[config.mk]
export PLATFORM = sky130hd
export DESIGN_NAME = lda_top
export DESIGN_NICKNAME = d
export VERILOG_FILES = /design/src/hw/lda_asc_pkg.sv /design/src/hw/lda_pixel_pkg.sv /design/src/hw/lda_pixel_if.sv /design/src/hw/lda_asc_control.sv /design/src/hw/lda_asc_datapath.sv /design/src/hw/lda_line_engine.sv /design/src/hw/lda_top.sv
export VERILOG_INCLUDE_DIRS = /design/src /design/src/hw
export SDC_FILE = /design/constraint.sdc
export NUM_CORES = 1
export LEC_CHECK = 0
export BUFFER_PORTS_ARGS = -buffer_cell sky130_fd_sc_hd__buf_2
export CORE_MARGIN = 2
export CORE_UTILIZATION = 35
export DETAILED_ROUTE_END_ITERATION = 8
export GPL_TIMING_DRIVEN = 0
export PLACE_DENSITY_LB_ADDON = 0.15
export RECOVER_POWER = 50
export SLEW_MARGIN = 5
export SYNTH_ARGS = -nofsm -noshare
export SYNTH_HDL_FRONTEND = slang
export SYNTH_SLANG_ARGS = --single-unit
[constraint.sdc]
create_clock -name i_clk -period 7.65 [get_ports i_clk]
set_clock_uncertainty 0.2 [all_clocks]
set_input_delay 0.3825 -clock i_clk [delete_from_list [all_inputs] [get_ports i_clk]]
set_output_delay 0.3825 -clock i_clk [all_outputs]
set_load 0.02 [all_outputs]
[src/hw/lda_defines.svh]
`ifndef LDA_DEFINES_SVH
`define LDA_DEFINES_SVH

// coordinate and color widths
`define LDA_X_W      9
`define LDA_Y_W      8
`define LDA_COLOR_W  3

// bus side
`define LDA_ADDR_W   3
`define LDA_DATA_W   32

// point word layout on the bus, x low and y above it
`define LDA_PT_X_LSB 0
`define LDA_PT_Y_LSB 9

`endif

[src/hw/lda_asc_pkg.sv]
`default_nettype none

package lda_asc_pkg;

  // register selected by a bus address
  typedef enum logic [2:0] {
    NONE,
    MODE,
    STATUS,
    GO,
    START_P,
    END_P,
    COLOR
  } lda_reg_t;

  // how the master waits for a line to finish
  typedef enum logic {
    STALL = 1'b0,  // bus held with waitrequest
    POLL  = 1'b1   // status register reads 1 while busy
  } lda_mode_t;

endpackage

`default_nettype wire

[src/hw/lda_pixel_pkg.sv]
`default_nettype none

`include "lda_defines.svh"

package lda_pixel_pkg;

  // y sits above x, same order as the bus point word
  typedef struct packed {
    logic [`LDA_Y_W-1:0] y;
    logic [`LDA_X_W-1:0] x;
  } lda_point_t;

  typedef struct packed {
    logic [`LDA_COLOR_W-1:0] color;
    lda_point_t              pt;
  } lda_pixel_t;

endpackage

`default_nettype wire

[src/hw/lda_pixel_if.sv]
`timescale 1ns/1ps
`default_nettype none

`include "lda_defines.svh"

// one pixel per cycle with wr high, no back-pressure
interface lda_pixel_if;

  logic                    wr;
  logic [`LDA_X_W-1:0]     x;
  logic [`LDA_Y_W-1:0]     y;
  logic [`LDA_COLOR_W-1:0] color;

  modport source (
    output wr,
    output x,
    output y,
    output color
  );

  modport sink (
    input wr,
    input x,
    input y,
    input color
  );

endinterface

`default_nettype wire

[src/hw/lda_asc_control.sv]
`timescale 1ns/1ps
`default_nettype none

`include "lda_defines.svh"

module lda_asc_control (
  input  wire                         i_clk,
  input  wire                         i_reset,
  input  wire [`LDA_ADDR_W-1:0]       i_address,
  input  wire                         i_read,
  input  wire                         i_write,
  input  wire                         i_done,
  input  wire lda_asc_pkg::lda_mode_t i_mode,
  output logic                        o_start,
  output logic                        o_waitrequest,
  output logic                        o_status,
  output lda_asc_pkg::lda_reg_t       o_rd_sel,
  output logic                        o_mode_ld,
  output logic                        o_sp_ld,
  output logic                        o_ep_ld,
  output logic                        o_col_ld
);

  typedef enum logic {
    S_WAIT,
    S_RUN
  } state_t;

  state_t                 state_q;
  state_t                 state_d;
  lda_asc_pkg::lda_mode_t run_mode_q;  // mode latched at GO
  logic                   go_ack_q;    // completing beat of a stalled GO
  lda_asc_pkg::lda_reg_t  reg_sel;
  logic                   go_wr;

  always_comb begin : addr_decode
    case (i_address)
      3'd0:    reg_sel = lda_asc_pkg::MODE;
      3'd1:    reg_sel = lda_asc_pkg::STATUS;
      3'd2:    reg_sel = lda_asc_pkg::GO;
      3'd3:    reg_sel = lda_asc_pkg::START_P;
      3'd4:    reg_sel = lda_asc_pkg::END_P;
      3'd5:    reg_sel = lda_asc_pkg::COLOR;
      default: reg_sel = lda_asc_pkg::NONE;
    endcase
  end : addr_decode

  // the held GO write must not start a second line when it finally completes
  assign go_wr = i_write && (reg_sel == lda_asc_pkg::GO) && !go_ack_q;

  always_ff @(posedge i_clk or posedge i_reset) begin
    if (i_reset) begin
      state_q    <= S_WAIT;
      run_mode_q <= lda_asc_pkg::STALL;
      go_ack_q   <= 1'b0;
    end else begin
      state_q  <= state_d;
      go_ack_q <= (state_q == S_RUN) && i_done && (run_mode_q == lda_asc_pkg::STALL);
      if (o_start) run_mode_q <= i_mode;
    end
  end

  always_comb begin : fsm
    o_start       = 1'b0;
    o_status      = 1'b0;
    o_waitrequest = 1'b0;
    state_d       = state_q;
    case (state_q)
      S_WAIT: begin
        if (go_wr) begin
          o_start = 1'b1;
          if (i_mode == lda_asc_pkg::POLL) o_status = 1'b1;
          else o_waitrequest = 1'b1;
          state_d = S_RUN;
        end
      end
      S_RUN: begin
        if (run_mode_q == lda_asc_pkg::POLL) o_status = 1'b1;
        else o_waitrequest = 1'b1;
        if (i_done) state_d = S_WAIT;  // done shares the last pixel cycle
      end
      default: state_d = S_WAIT;
    endcase
  end : fsm

  always_comb begin : strobes
    o_mode_ld = 1'b0;
    o_sp_ld   = 1'b0;
    o_ep_ld   = 1'b0;
    o_col_ld  = 1'b0;
    o_rd_sel  = i_read ? reg_sel : lda_asc_pkg::NONE;
    if (i_write) begin
      case (reg_sel)
        lda_asc_pkg::MODE:    o_mode_ld = 1'b1;
        lda_asc_pkg::START_P: o_sp_ld   = 1'b1;
        lda_asc_pkg::END_P:   o_ep_ld   = 1'b1;
        lda_asc_pkg::COLOR:   o_col_ld  = 1'b1;
        default:              o_mode_ld = 1'b0;  // status, go, unmapped
      endcase
    end
  end : strobes

endmodule

`default_nettype wire

[src/hw/lda_asc_datapath.sv]
`timescale 1ns/1ps
`default_nettype none

`include "lda_defines.svh"

module lda_asc_datapath (
  input  wire                         i_clk,
  input  wire                         i_reset,
  input  wire [`LDA_DATA_W-1:0]       i_writedata,
  input  wire                         i_mode_ld,
  input  wire                         i_sp_ld,
  input  wire                         i_ep_ld,
  input  wire                         i_col_ld,
  input  wire lda_asc_pkg::lda_reg_t  i_rd_sel,
  input  wire                         i_status,
  output logic [`LDA_DATA_W-1:0]      o_readdata,
  output lda_asc_pkg::lda_mode_t      o_mode,
  output lda_pixel_pkg::lda_point_t   o_start_pt,
  output lda_pixel_pkg::lda_point_t   o_end_pt,
  output logic [`LDA_COLOR_W-1:0]     o_color
);

  lda_pixel_pkg::lda_point_t wr_pt;

  // point word unpacked once, shared by both point registers
  always_comb begin : unpack
    wr_pt.x = i_writedata[`LDA_PT_X_LSB +: `LDA_X_W];
    wr_pt.y = i_writedata[`LDA_PT_Y_LSB +: `LDA_Y_W];
  end : unpack

  always_ff @(posedge i_clk or posedge i_reset) begin
    if (i_reset) begin
      o_mode     <= lda_asc_pkg::STALL;
      o_start_pt <= '0;
      o_end_pt   <= '0;
      o_color    <= '0;
    end else begin
      if (i_mode_ld) o_mode <= lda_asc_pkg::lda_mode_t'(i_writedata[0]);
      if (i_sp_ld) o_start_pt <= wr_pt;
      if (i_ep_ld) o_end_pt <= wr_pt;
      if (i_col_ld) o_color <= i_writedata[`LDA_COLOR_W-1:0];
    end
  end

  // zero-extended readback, same cycle as the read
  always_comb begin : readback
    o_readdata = '0;
    case (i_rd_sel)
      lda_asc_pkg::MODE: o_readdata[0] = o_mode;
      lda_asc_pkg::STATUS: o_readdata[0] = i_status;
      lda_asc_pkg::START_P: begin
        o_readdata[`LDA_PT_X_LSB +: `LDA_X_W] = o_start_pt.x;
        o_readdata[`LDA_PT_Y_LSB +: `LDA_Y_W] = o_start_pt.y;
      end
      lda_asc_pkg::END_P: begin
        o_readdata[`LDA_PT_X_LSB +: `LDA_X_W] = o_end_pt.x;
        o_readdata[`LDA_PT_Y_LSB +: `LDA_Y_W] = o_end_pt.y;
      end
      lda_asc_pkg::COLOR: o_readdata[`LDA_COLOR_W-1:0] = o_color;
      default: o_readdata = '0;  // go and unmapped read 0
    endcase
  end : readback

endmodule

`default_nettype wire

[src/hw/lda_line_engine.sv]
`timescale 1ns/1ps
`default_nettype none

`include "lda_defines.svh"

module lda_line_engine (
  input  wire                            i_clk,
  input  wire                            i_reset,
  input  wire                            i_start,
  input  wire lda_pixel_pkg::lda_point_t i_start_pt,
  input  wire lda_pixel_pkg::lda_point_t i_end_pt,
  input  wire [`LDA_COLOR_W-1:0]         i_color,
  output logic                           o_done,
  lda_pixel_if.source                    pix
);

  // room for 2*err with the longest x delta plus sign
  localparam int ERR_W = `LDA_X_W + 3;

  logic                      busy_q;
  lda_pixel_pkg::lda_point_t cur_q;
  lda_pixel_pkg::lda_point_t end_q;
  logic [`LDA_COLOR_W-1:0]   color_q;
  logic                      x_inc_q;
  logic                      y_inc_q;
  logic signed [ERR_W-1:0]   dx_q;
  logic signed [ERR_W-1:0]   dy_q;   // kept negative
  logic signed [ERR_W-1:0]   err_q;
  logic signed [ERR_W-1:0]   dx_raw;
  logic signed [ERR_W-1:0]   dy_raw;
  logic signed [ERR_W-1:0]   dx_abs;
  logic signed [ERR_W-1:0]   dy_neg;
  logic signed [ERR_W-1:0]   err_d;
  logic signed [ERR_W:0]     e2;
  logic                      step_x;
  logic                      step_y;
  logic                      at_end;
  lda_pixel_pkg::lda_pixel_t pix_out;

  always_comb begin : setup
    dx_raw = $signed(ERR_W'(i_end_pt.x)) - $signed(ERR_W'(i_start_pt.x));
    dy_raw = $signed(ERR_W'(i_end_pt.y)) - $signed(ERR_W'(i_start_pt.y));
    dx_abs = dx_raw[ERR_W-1] ? -dx_raw : dx_raw;
    dy_neg = dy_raw[ERR_W-1] ? dy_raw : -dy_raw;
  end : setup

  always_comb begin : walk
    at_end = (cur_q == end_q);
    e2     = $signed({err_q, 1'b0});
    step_x = (e2 >= dy_q);
    step_y = (e2 <= dx_q);
    err_d  = err_q;
    if (step_x) err_d = err_d + dy_q;
    if (step_y) err_d = err_d + dx_q;
  end : walk

  always_ff @(posedge i_clk or posedge i_reset) begin
    if (i_reset) busy_q <= 1'b0;
    else if (i_start) busy_q <= 1'b1;
    else if (at_end) busy_q <= 1'b0;  // last pixel goes out this cycle
  end

  always_ff @(posedge i_clk) begin
    if (i_start) begin
      cur_q   <= i_start_pt;
      end_q   <= i_end_pt;
      color_q <= i_color;
      x_inc_q <= !dx_raw[ERR_W-1];
      y_inc_q <= !dy_raw[ERR_W-1];
      dx_q    <= dx_abs;
      dy_q    <= dy_neg;
      err_q   <= dx_abs + dy_neg;
    end else if (busy_q && !at_end) begin
      err_q <= err_d;
      if (step_x) cur_q.x <= x_inc_q ? cur_q.x + 1'b1 : cur_q.x - 1'b1;
      if (step_y) cur_q.y <= y_inc_q ? cur_q.y + 1'b1 : cur_q.y - 1'b1;
    end
  end

  always_comb begin : drive_pix
    pix_out.pt    = cur_q;
    pix_out.color = color_q;
    pix.wr        = busy_q;
    pix.x         = pix_out.pt.x;
    pix.y         = pix_out.pt.y;
    pix.color     = pix_out.color;
    o_done        = busy_q && at_end;
  end : drive_pix

endmodule

`default_nettype wire

[src/hw/lda_top.sv]
`timescale 1ns/1ps
`default_nettype none

`include "lda_defines.svh"

module lda_top (
  input  wire                      i_clk,
  input  wire                      i_reset,
  input  wire [`LDA_ADDR_W-1:0]    i_address,
  input  wire                      i_read,
  input  wire                      i_write,
  input  wire [`LDA_DATA_W-1:0]    i_writedata,
  output logic [`LDA_DATA_W-1:0]   o_readdata,
  output logic                     o_waitrequest,
  output logic                     o_pix_write,
  output logic [`LDA_X_W-1:0]      o_pix_x,
  output logic [`LDA_Y_W-1:0]      o_pix_y,
  output logic [`LDA_COLOR_W-1:0]  o_pix_color
);

  logic                      mode_ld;
  logic                      sp_ld;
  logic                      ep_ld;
  logic                      col_ld;
  logic                      status;
  logic                      start;
  logic                      done;
  lda_asc_pkg::lda_reg_t     rd_sel;
  lda_asc_pkg::lda_mode_t    mode;
  lda_pixel_pkg::lda_point_t start_pt;
  lda_pixel_pkg::lda_point_t end_pt;
  logic [`LDA_COLOR_W-1:0]   color;

  lda_pixel_if u_pix_if ();

  lda_asc_control u_control (
    .i_clk         (i_clk),
    .i_reset       (i_reset),
    .i_address     (i_address),
    .i_read        (i_read),
    .i_write       (i_write),
    .i_done        (done),
    .i_mode        (mode),
    .o_start       (start),
    .o_waitrequest (o_waitrequest),
    .o_status      (status),
    .o_rd_sel      (rd_sel),
    .o_mode_ld     (mode_ld),
    .o_sp_ld       (sp_ld),
    .o_ep_ld       (ep_ld),
    .o_col_ld      (col_ld)
  );

  lda_asc_datapath u_datapath (
    .i_clk       (i_clk),
    .i_reset     (i_reset),
    .i_writedata (i_writedata),
    .i_mode_ld   (mode_ld),
    .i_sp_ld     (sp_ld),
    .i_ep_ld     (ep_ld),
    .i_col_ld    (col_ld),
    .i_rd_sel    (rd_sel),
    .i_status    (status),
    .o_readdata  (o_readdata),
    .o_mode      (mode),
    .o_start_pt  (start_pt),
    .o_end_pt    (end_pt),
    .o_color     (color)
  );

  lda_line_engine u_engine (
    .i_clk      (i_clk),
    .i_reset    (i_reset),
    .i_start    (start),
    .i_start_pt (start_pt),
    .i_end_pt   (end_pt),
    .i_color    (color),
    .o_done     (done),
    .pix        (u_pix_if.source)
  );

  // pixel port toward the external frame buffer
  assign o_pix_write = u_pix_if.wr;
  assign o_pix_x     = u_pix_if.x;
  assign o_pix_y     = u_pix_if.y;
  assign o_pix_color = u_pix_if.color;

endmodule

`default_nettype wire

# Word level (Yosys, flattened, before mapping)
# Cells that the tools add are included.
# op_classes
order_cmp	2
reduce_logical	17
muxes	39
bitwise_logic	2
add_sub_neg	11
eq_ne	16
# ops
cell	count
two-way mux 12 bit	6
adder 12 bit	3
two-way mux 17 bit	2
case mux 14 bit (2 select lines)	1
== test 3 bit, second input constant	8
negation 12 bit	2
two-way mux 1 bit	19
two-way mux 9 bit	2
case mux 3 bit (6 select lines)	1
== test 17 bit	1
two-way mux 8 bit	2
greater-or-equal comparator 13 x 12 -> 1 bit	1
less-or-equal comparator 13 x 12 -> 1 bit	1
== test 3 x 2 -> 1 bit, second input constant	4
subtractor 9 x 9 -> 10 bit	1
adder 9 x 1 -> 9 bit, second input constant	1
== test 3 x 1 -> 1 bit, second input constant	3
subtractor 8 x 8 -> 9 bit	1
subtractor 9 x 1 -> 9 bit, second input constant	1
adder 8 x 1 -> 8 bit, second input constant	1
nonzero test 2 bit	4
subtractor 8 x 1 -> 8 bit, second input constant	1
logical AND 1 bit	6
case mux 1 bit (2 select lines)	3
7 further kinds	12
# word_totals
inputBits	39
register_bits	117

# Longest topological paths before layout
# Gate-level depths: netlist (run 1).
# logic_depth
ltp_word	9
ltp_mapped	22

# By module
# From an unflattened synthesis (run 1), not the netlist that was laid out.
# unflattened
cells_unflattened	843
area_unflattened_um2	8795.9
# by_module_without_submodules
module	area_per_inst_um2	cells_per_inst	n_inst
lda_line_engine	6711.4	672	1
lda_asc_datapath	1845.5	142	1
lda_asc_control	239.0	29	1

# Least setup slack after synthesis (run 1)
# No wires, ideal clock.
# synth_path
path_kind	register to register
start	register u_engine.err_q[5]
end	register u_engine.err_q[10], data pin
path_buffers	0
required_ns	7.184
path_stages_with_launch	17
arrival_time_ns	3.787
setup_slack_ns	3.397
path_cell_list	edfxtp_1 > ha_1 > a21o_1 > a2111oi_4 > a31o_4 > a31oi_4 > mux2_2 > ha_1 > fa_1 > a21o_1 > a21oi_1 > o21ai_0 > o41ai_2 > or3_1 > a31oi_1 > a211oi_1 > a211oi_2
# synth_between
elab_chain_cells	6
# synth_lines
element	line_no	rtl
start: declaration	lda_line_engine.sv:28	logic signed [ERR_W-1:0] err_q;
start signal: assignment	lda_line_engine.sv:72	err_q <= dx_abs + dy_neg;
start signal: assignment	lda_line_engine.sv:74	err_q <= err_d;
adder 12 bit or greater-or-equal comparator 13 x 12 -> 1 bit (tied branches)	lda_line_engine.sv:53, lda_line_engine.sv:50	
two-way mux 12 bit	lda_line_engine.sv:53	if (step_x) err_d = err_d + dy_q;
adder 12 bit	lda_line_engine.sv:54	if (step_y) err_d = err_d + dx_q;
two-way mux 12 bit *	lda_line_engine.sv:54	
two-way mux 12 bit *	lda_line_engine.sv:73	end else if (busy_q && !at_end) begin
two-way mux 12 bit *	lda_line_engine.sv:64	if (i_start) begin
# Mark *: on every way between the ends. The rest lies on a longest branch, timed or not. The select of a mux whose other input is x is not followed.
# A chain may end at the register's enable or synchronous reset.

# Final worst setup path (run 1)
# layout_path
start	register u_engine.dy_q[1]
end	register u_engine.err_q[10], data pin
# layout_between
elab_chain_cells	6
# layout_lines
element	line_no	rtl
start: declaration	lda_line_engine.sv:27	logic signed [ERR_W-1:0] dy_q;
start signal: assignment	lda_line_engine.sv:71	dy_q <= dy_neg;
adder 12 bit or greater-or-equal comparator 13 x 12 -> 1 bit (tied branches)	lda_line_engine.sv:53, lda_line_engine.sv:50	
two-way mux 12 bit *	lda_line_engine.sv:53	
adder 12 bit	lda_line_engine.sv:54	
two-way mux 12 bit *	lda_line_engine.sv:54	
two-way mux 12 bit *	lda_line_engine.sv:73	
two-way mux 12 bit *	lda_line_engine.sv:64	
# Marked as above.

==> impl_metrics.toml, run 1 <==
[outcome]
status = "finished with violations"
violations = "max-capacitance violations, max-slew violations"

[floorplan]
fp.coreArea_um2 = 24300
die_area_um2 = 26100
initial_core_util_pct = 35.7
core.rowCount = 57
die_w_um = 161
fp.dieH_um = 161
io_pins = 93

[placed_design]
finalWeightedCongestion = 0.827
port_buffers = 61
hpwl_um = 17000

[worst_setup_path]
r2r-end = "u_engine.err_q[10]$_DFFE_PP_"
worstRegToRegCells = 18
setup.worst_path.class = "flop to flop"
rr_startpoint = "u_engine.dy_q[1]$_DFFE_PP_"
crit_path_start_kind = "flop"
ff2ff_setup_slack_ps = 2790
cp_slowest_cell = "o41ai_2"
crit_path_max_fanout = 3
crit_required_ps = 7620
end_kind = "flop"
critical_path.startpoint = "u_engine.dy_q[1]$_DFFE_PP_"
crit_path_max_incr_delay_ps = 440
crit_chain = "inv_1 > ha_1 > nor2b_1 > o211ai_1 > a21o_1 > a31o_4 > a31oi_4 > mux2_2 > ha_1 > fa_1 > a21o_1 > a21oi_1 > o21ai_0 > o41ai_2 > or3_1 > a31oi_1 > a211oi_1 > a211oi_2"
cp_data_arrival_time_ps = 4820
crit_path_end = "u_engine.err_q[10]$_DFFE_PP_"

[power_and_ir_drop]
power.switching_mw = 2.13
pwr-share-comb_pct = 60.7
peakVddDrop_mv = 0.181
pwr-share-seq_pct = 22.7
p_leak_nw = 4.45
switching_share_pct = 44.4
pwr-share-clk_pct = 16.6
p_int_mw = 2.67
power_density_nw_per_um2 = 473

[layout]
drive_gt1_share_pct = 16.3
finalNetCount = 1086
layout_common_cells = "ha_1 (90), inv_1 (77), edfxtp_1 (75)"
nFillCells = 2359
area_growth_pct = 17.0
n_antenna_cell = 0
layout_commonest_cell = "ha_1"

[hold_path]
min_from = "i_writedata[15]"
hold_path.class = "primary input to flop"

[sta]
rsz0062_at_grt = "no"
post-route-period-util_pct = 63.5
hold_viol_final = 0
slew_viol_final = 30
fmax_mhz = 206
relSlewSlack_pct = -3.07
fin_crit_ps = 4860
setup_viol = 0
tns_ps = 0
worstMarginPinSlew_ps = 1550
whs_ps = 17.7

[yosys]
ys_types = 75
yosysSeqAreaShare_pct = 38.1
async_flop_share_pct = 35.9
avgSynthCellArea_um2 = 10.4
synth_edf_count = 75
netlist_area_um2 = 8680
ys.flop_type = "edfxtp_1"
ys_warn_count = 0
netlist_instances = 838
synth-seq-cells = 117

[routing]
drc = 0
drtPass1Iterations = 5
routed_wl_um = 21900
vias = 6414
antenna_left = 0
first_iter_violations = 299
vias_per_cell = 4.98
wl_per_cell_um = 17.0

[clock_network]
clk_latency_ps = 430
ctsHoldBuffers = 14
numCtsBuffers = 17
cts_tree = "yes"
path_clk_slew_ps = 60
post_cts_buffers = 0
cts_resized = 0
h-tree-depth = 4
clockBufferDepth = 2
cts_sinks = 117
cts_root_buf = "clkbuf_16"

[grt]
grt_pass1_vias = 6341
overflow = 0
track_usage_pct = 17.5
antenna_found_initial = 0
grt_max_degree = 56
grt_pass1_wl_um = 34800

[flow_run]
maxCapViolCount = 1
## synthesized netlist by cell type (5+ instances only)
master | instances | area [um^2]
a211oi_1 | 5 | 37.5
a21o_1 | 19 | 143
a21oi_1 | 60 | 300
a22o_1 | 14 | 123
a31oi_1 | 6 | 37.5
and3_1 | 5 | 31.3
buf_2 | 5 | 25.0
buf_4 | 15 | 113
clkbuf_1 | 12 | 45.0
dfrtp_1 | 42 | 1050
edfxtp_1 | 75 | 2250
fa_1 | 7 | 140
ha_1 | 90 | 1130
inv_1 | 77 | 289
mux2_2 | 38 | 428
mux2_4 | 7 | 105
mux2i_1 | 5 | 50.1
nand2_1 | 48 | 180
nand2b_1 | 6 | 37.5
nand3_1 | 10 | 50.1
nand4_1 | 7 | 43.8
nor2_1 | 53 | 199
nor2b_1 | 12 | 75.1
nor3_1 | 12 | 60.1
o211ai_1 | 6 | 45.0
o21ai_0 | 36 | 180
o21bai_1 | 12 | 90.1
or3_1 | 8 | 50.1
xnor2_1 | 57 | 499
xor2_1 | 22 | 193
## per-stage QoR
stage                     cell area, um^2  util, %  worst slack [ps]  instances  power, mW
after floorplan                      8740        -              3400        855       3.35
after global placement               9460     38.9              2770       1240       4.01
after detailed placement             9480     39.0              2780       1241       4.02
after CTS                           10200     42.0              2750       1287       4.86
after global routing                10200     41.8              2470       1287       5.25
final                               10200     41.8              2790       1287       4.81
## area by class of cell
cell class | instances | area (um^2) | share of cell area (%)
Sequential cell | 117 | 3300 | 32.5
Clock buffer | 18 | 450 | 4.43
Timing Repair Buffer | 76 | 419 | 4.13
Buffer | 33 | 194 | 1.91
Clock inverter | 14 | 140 | 1.38
Inverter | 78 | 293 | 2.88
Multi-Input combinational cell | 627 | 4950 | 48.8
Tap cell | 324 | 405 | 3.99
## per-layer routing
metal / up-vias / GRT usage, % / share of wire (%)
li1: 3226 / - / -
met1: 3046 / 23.9 / 48
met2: 121 / 28.7 / 47
met3: 21 / 3.11 / 3.8
met4: 0 / 4.79 / 1.3
met5: - / 0 / 0
## worst max-delay path, delay by kind of cell, from the launching register on
kind	cells	cell delay, ps
AOI/OAI and AO/OA	11	2220
and+or+nand+nor	2	320
muxes	1	400
buffers and inverters	1	100
adders and majority gates	3	930
DFF	1	410
## worst min path at each step
stage / to / slack [ps] / depth (start not counted)
6_report: u_datapath.o_end_pt[15]$_DFFE_PP0P_ / 20 / 2
5_1_grt: u_datapath.o_end_pt[5]$_DFFE_PP0P_ / 0.7 / 2
4_1_cts: u_datapath.o_start_pt[5]$_DFFE_PP0P_ / 1 / 2
3_5_place_dp: u_datapath.o_start_pt[14]$_DFFE_PP0P_ / 160 / 2
3_3_place_gp: u_engine.end_q[9]$_DFFE_PP_ / 260 / 0
2_1_floorplan: u_engine.pix.color[0]$_DFFE_PP_ / 240 / 0
## cell families after synthesis
group           synth area share [%]
compound gates                  16.8
xor+xnor                        7.97
fa+ha+maj                       14.6
buf+inv                         5.61
flops                           38.1
mux                             7.13
other cells                   0.0432
simple gates                    9.84
## power by group through the flow
stage / clock network [mW] / logic (mW) / registers [mW]
final: 0.800 / 2.92 / 1.09
after global routing: 0.845 / 3.29 / 1.12
after CTS: 0.815 / 2.95 / 1.09
after detailed placement: 0 / 2.92 / 1.10
after global placement: 0 / 2.91 / 1.11
after floorplan: 0 / 2.25 / 1.10
## sequential cells by signal, indices dropped and copies added, names as in the netlist, 3 cells and up
register               flops
u_engine.end_q            17
u_engine.dx_q             12
u_datapath.o_color         3
u_datapath.o_start_pt     17
u_datapath.o_end_pt       17
u_engine.err_q            12
u_engine.dy_q             12
u_engine.pix.y             8
u_engine.pix.color         3
u_engine.pix.x             9
No activity file was read; power rests on OpenSTA's default activity.
==> run 2: changes to the inputs <==
clock period = 4.25 ns   (was 7.65 ns; I/O delays follow)
==> run 2 against run 1 <==
The flow finishes with violations (max-capacitance violations, max-slew violations, negative setup slack). Combinational power up 110%. Hold slack better by 8.3 ps. Flip-flop and latch count unchanged. Total power up 100%. Register-to-register slack worse by 2900 ps. Routed wire length up 1.0%. Fmax up 11%. Clock power up 84%. Sequential power up 82%. Worst setup slack worse by 2900 ps. Die area unchanged. Highest routed layer unchanged.
==> impl_metrics.toml, run 2 (synthesis results as in run 1) <==
[clock_network]
path_clk_slew_ps = 60
numCtsBuffers = 17
clockBufferDepth = 2
cts_root_buf = "clkbuf_16"
h-tree-depth = 4
cts_sinks = 117
clk_latency_ps = 430
cts_tree = "yes"

[worst_setup_path]
crit_path_max_fanout = 6
worstRegToRegCells = 17
crit_required_ps = 4210
setup.worst_path.class = "flop to flop"
crit_path_max_incr_delay_ps = 440
end_kind = "flop"
crit_chain = "inv_1 > ha_1 > a21o_1 > a2111oi_4 > a31o_4 > a31oi_4 > buf_12 > buf_4 > buf_4 > mux2_4 > ha_1 > and3_1 > a211oi_2 > a21oi_2 > mux2i_1 > xnor2_1 > mux2i_1"
cp_data_arrival_time_ps = 4320
cp_slowest_cell = "edfxtp_1"
crit_path_start_kind = "flop"

[sta]
whs_ps = 26.0
setup_viol = 3
fmax_mhz = 229
tns_ps = -210
worstMarginPinSlew_ps = 1570
post-route-period-util_pct = 103
rsz0062_at_grt = "yes"
fin_crit_ps = 4360
fin_ws_ps = -113
slew_viol_final = 29
hold_viol_final = 0
relSlewSlack_pct = -4.43

[flow_run]
maxCapViolCount = 1

[routing]
first_iter_violations = 247
vias_per_cell = 4.91
vias = 6497
drtPass1Iterations = 4
drc = 0
routed_wl_um = 22200
wl_per_cell_um = 16.7
antenna_left = 0

[power_and_ir_drop]
pwr-share-comb_pct = 64.3
p_int_mw = 5.50
peakVddDrop_mv = 0.356
power.switching_mw = 4.18
power_density_nw_per_um2 = 897
pwr-share-clk_pct = 15.2
switching_share_pct = 43.2
p_leak_nw = 4.70
pwr-share-seq_pct = 20.4
finalPower_mw = 9.67

[grt]
grt_pass1_wl_um = 35500
grt_pass1_vias = 6558
antenna_found_initial = 0
overflow = 0
track_usage_pct = 17.7
grt_max_degree = 56

[floorplan]
initial_core_util_pct = 35.7
core.rowCount = 57
die_area_um2 = 26100
die_w_um = 161
io_pins = 93
fp.coreArea_um2 = 24300
fp.dieH_um = 161

[layout]
layout_commonest_cell = "ha_1"
nFillCells = 2370
area_growth_pct = 24.3
finalNetCount = 1123
largestRegisters = "u_datapath.o_end_pt: 17 flops, u_datapath.o_start_pt: 17 flops, u_engine.end_q: 17 flops"
drive_gt1_share_pct = 24.0
fin_cells = 1324
layout_common_cells = "ha_1 (81), edfxtp_1 (75), inv_1 (71)"
n_antenna_cell = 0

[outcome]
violations = "max-capacitance violations, max-slew violations, negative setup slack"
status = "finished with violations"

[hold_path]
hold_path.class = "primary input to flop"
min_delay_path_depth = 3

[placed_design]
place_ws_ps = -543
finalWeightedCongestion = 0.809
port_buffers = 61
dp_cells = 1241
hpwl_um = 17100
[run 2: cell count changes in the layout (fill, tap and decap cells not counted), moves of 4 or more]
cell	delta
a21oi_1	-7
xnor2_1	-6
fa_1	-4
ha_1	-9
inv_1	-6
nor2_1	-4
dlygate4sd3_1	+4
xnor2_2	+6
buf_4	+32
ha_4	+7
fa_2	+4
a21oi_2	+7
inv_2	+5
[run 2: power groups by stage]
stage,sequential (mW),combinational (mW),clock [mW]
final,1.98,6.23,1.47
after global routing,2.02,6.93,1.55
after CTS,1.97,5.85,1.50
after detailed placement,2.00,5.26,0
after global placement,1.99,5.22,0
after floorplan,1.99,4.06,0
[run 2: repair_timing]
action	in CTS	in global routing
pin swaps	16	25
setup endpoints to repair	6	6
endpoints found under the hold margin	80	0
buffers inserted	16	18
gates resized for setup	42	27
hold buffers	18	0
cloned	0	0
[run 2: layout make-up]
cell class / instances / area [um^2] / share of cell area, %
Timing Repair Buffer: 114 / 721 / 6.68
Buffer: 32 / 200 / 1.86
Tap cell: 324 / 405 / 3.76
Inverter: 78 / 295 / 2.74
Clock buffer: 19 / 475 / 4.41
Multi-Input combinational cell: 627 / 5260 / 48.7
Clock inverter: 13 / 131 / 1.22
Sequential cell: 117 / 3300 / 30.6
[run 2: metal layers]
metal,share of wire [%],GRT usage [%],routed length [um]
met5,0,0,0
met4,1.2,4.99,261
met3,3.0,2.47,671
met2,47,29.2,10400
met1,49,24.5,10800
[run 2: final timing paths]
| kind | from | end | slack, ps |
|---|---|---|---|
| worst max register to register | u_engine.dy_q[6]$_DFFE_PP_ | u_engine.err_q[11]$_DFFE_PP_ | -110 |
| min in group asynchronous | i_reset | u_datapath.o_end_pt[14]$_DFFE_PP0P_ | 200 |
| max in group asynchronous | i_reset | u_datapath.o_end_pt[1]$_DFFE_PP0P_ | 1690 |
| worst max-delay path | u_engine.dy_q[6]$_DFFE_PP_ | u_engine.err_q[11]$_DFFE_PP_ | -110 |
| worst min-delay path | i_address[1] | u_datapath.o_mode$_DFFE_PP0P_ | 30 |
| worst min register to register | u_datapath.o_color[2]$_DFFE_PP0P_ | u_engine.pix.color[2]$_DFFE_PP_ | 280 |
[run 2: per-stage QoR]
step	cell area, um^2	util (%)
floorplan	8750	-
global placement	9460	38.9
detailed placement	9480	39.0
CTS	10600	43.6
global route	10800	44.4
finish	10800	44.4
[run 2: critical path: cells and delay by family, from the launching register on]
family	cells	cell delay [ps]
XOR/XNOR	1	160
adder cells (fa/ha/maj)	2	580
flip-flops	1	440
multiplexers	3	620
AND/OR/NAND/NOR	1	210
AO/OA/AOI/OAI	6	1300
buffers and inverters	4	580
==> run 3: changes to the inputs <==
==> constraint.sdc (replaced) <==
create_clock -name i_clk -period 4.25 [get_ports i_clk]
set_clock_uncertainty 0.2 [all_clocks]
set_input_delay 0.85 -clock i_clk [delete_from_list [all_inputs] [get_ports i_clk]]
set_output_delay 0.85 -clock i_clk [all_outputs]
set_load 0.02 [all_outputs]
==> run 3 against run 2 <==
The flow still finishes with violations (max-capacitance violations, max-slew violations, negative setup slack). Critical path depth did not move. Flip-flop and latch count did not move. Combinational power barely moved. Die area unchanged. Design area down 1.6%. Total power decreased by 0.17%. First-iteration DRC count shrank 12%. Utilization fell by 0.72 points. Worst setup slack got worse by 0.86 ps. Fmax is essentially flat. Sequential share of layout area grew 0.50 points. Register-to-register slack about the same. Critical endpoint unchanged. Largest cell class unchanged.
==> impl_metrics.toml, run 3 (synthesis results as in run 1) <==
[clock_network]
cts_sinks = 117
clockBufferDepth = 2
h-tree-depth = 4
path_clk_slew_ps = 60
ctsHoldBuffers = 0
clk_latency_ps = 430
cts_root_buf = "clkbuf_16"
cts_tree = "yes"
numCtsBuffers = 17

[power_and_ir_drop]
pwr-share-comb_pct = 64.3
pwr-share-clk_pct = 15.3
power.switching_mw = 4.17
peakVddDrop_mv = 0.357
pwr-share-seq_pct = 20.4
p_int_mw = 5.48
switching_share_pct = 43.2
power_density_nw_per_um2 = 910
p_leak_nw = 4.64

[layout]
seq_area_um2 = 3300
multi_input_area_um2 = 5260
n_antenna_cell = 0
fin_cells = 1306
finalNetCount = 1105
largestRegisters = "u_datapath.o_end_pt: 17 flops, u_datapath.o_start_pt: 17 flops, u_engine.end_q: 17 flops"
postLayoutCellArea_um2 = 10600
drive_gt1_share_pct = 24.8
area_growth_pct = 22.3
layout_common_cells = "ha_1 (81), edfxtp_1 (75), inv_1 (71)"
nFillCells = 2381
layout_commonest_cell = "ha_1"
utilization_pct = 43.7

[placed_design]
finalWeightedCongestion = 0.809
place_area_um2 = 9480
port_buffers = 61
place_ws_ps = -543
hpwl_um = 17100
dp_cells = 1241

[routing]
wl_per_cell_um = 16.8
drtPass1Iterations = 4
antenna_left = 0
drc = 0
vias_per_cell = 4.91
vias = 6414
routed_wl_um = 22000
first_iter_violations = 218

[sta]
relSlewSlack_pct = -5.04
worstMarginPinSlew_ps = 1580
setup_viol = 4
post-route-period-util_pct = 103
fmax_mhz = 229
slew_viol_final = 29
fin_crit_ps = 4360
fin_ws_ps = -114
hold_viol_final = 0
rsz0062_at_grt = "yes"

[grt]
grt_max_degree = 56
overflow = 0
antenna_found_initial = 0
grt_pass1_wl_um = 35200
track_usage_pct = 17.6
grt_pass1_vias = 6463

[floorplan]
die_w_um = 161
fp.coreArea_um2 = 24300
io_pins = 93
fp.dieH_um = 161
initial_core_util_pct = 35.7
core.rowCount = 57
die_area_um2 = 26100

[worst_setup_path]
end_kind = "flop"
setup.worst_path.class = "flop to flop"
crit_path_start_kind = "flop"
crit_required_ps = 4210
ff2ff_setup_slack_ps = -110
cp_data_arrival_time_ps = 4320
crit_path_max_fanout = 6

[outcome]
status = "finished with violations"
violations = "max-capacitance violations, max-slew violations, negative setup slack"

[hold_path]
hold_path.class = "flop to flop"

[flow_run]
maxCapViolCount = 1
## run 3: what timing repair did
item / 4_1_cts / 5_1_grt
buffers inserted: 16 / 18
pin swaps: 16 / 25
resized for setup: 42 / 28
setup endpoints to repair: 6 / 7
## run 3: worst paths after layout
check	startpoint	end	depth (start not counted)
setup / recovery	u_engine.dy_q[6]$_DFFE_PP_	u_engine.err_q[11]$_DFFE_PP_	17
hold / removal	u_datapath.o_color[0]$_DFFE_PP0P_	u_engine.pix.color[0]$_DFFE_PP_	0
setup reg to reg	u_engine.dy_q[6]$_DFFE_PP_	u_engine.err_q[11]$_DFFE_PP_	17
hold reg to reg	u_datapath.o_color[0]$_DFFE_PP0P_	u_engine.pix.color[0]$_DFFE_PP_	0
max in group asynchronous	i_reset	u_datapath.o_end_pt[1]$_DFFE_PP0P_	3
min in group asynchronous	i_reset	u_datapath.o_end_pt[14]$_DFFE_PP0P_	2
## run 3: layout make-up
type / instances / share of cell area [%]
Multi-Input combinational cell: 627 / 49.5
Sequential cell: 117 / 31.1
Timing Repair Buffer: 96 / 5.14
Clock buffer: 19 / 4.48
Tap cell: 324 / 3.82
Inverter: 78 / 2.78
Buffer: 32 / 1.89
Clock inverter: 13 / 1.24
## run 3: per-stage QoR
step | TNS, ps | hold WS (ps) | total power [mW]
after global placement | -2340 | 256 | 7.21
after CTS | -627 | 189 | 9.31
after detailed placement | -2530 | 258 | 7.25
after global routing | -1460 | 291 | 10.5
final | -225 | 276 | 9.66
after floorplan | 0 | 236 | 6.04
## run 3: worst max-delay path, stage by stage (launching register included)
cell and delay, ps:
edfxtp_1 440, inv_1 80, ha_1 250, a21o_1 200
a2111oi_4 350, a31o_4 210, a31oi_4 130, buf_12 180
buf_4 140, buf_4 180, mux2_4 320, ha_1 330
and3_1 210, a211oi_2 310, a21oi_2 100, mux2i_1 200
xnor2_1 160, mux2i_1 100
## run 3: power groups by stage
stage                     combinational (mW)  clock [mW]  sequential [mW]
after floorplan                         4.06           0             1.99
after global placement                  5.22           0             1.99
after detailed placement                5.26           0             2.00
after CTS                               5.84        1.50             1.97
after global routing                    6.91        1.55             2.02
final                                   6.21        1.47             1.97
## run 3: metal layers
metal | share of wire [%] | track usage [%]
met1 | 49 | 24.4
met4 | 1.2 | 4.99
met5 | 0 | 0
met2 | 47 | 28.7
met3 | 3.2 | 2.49
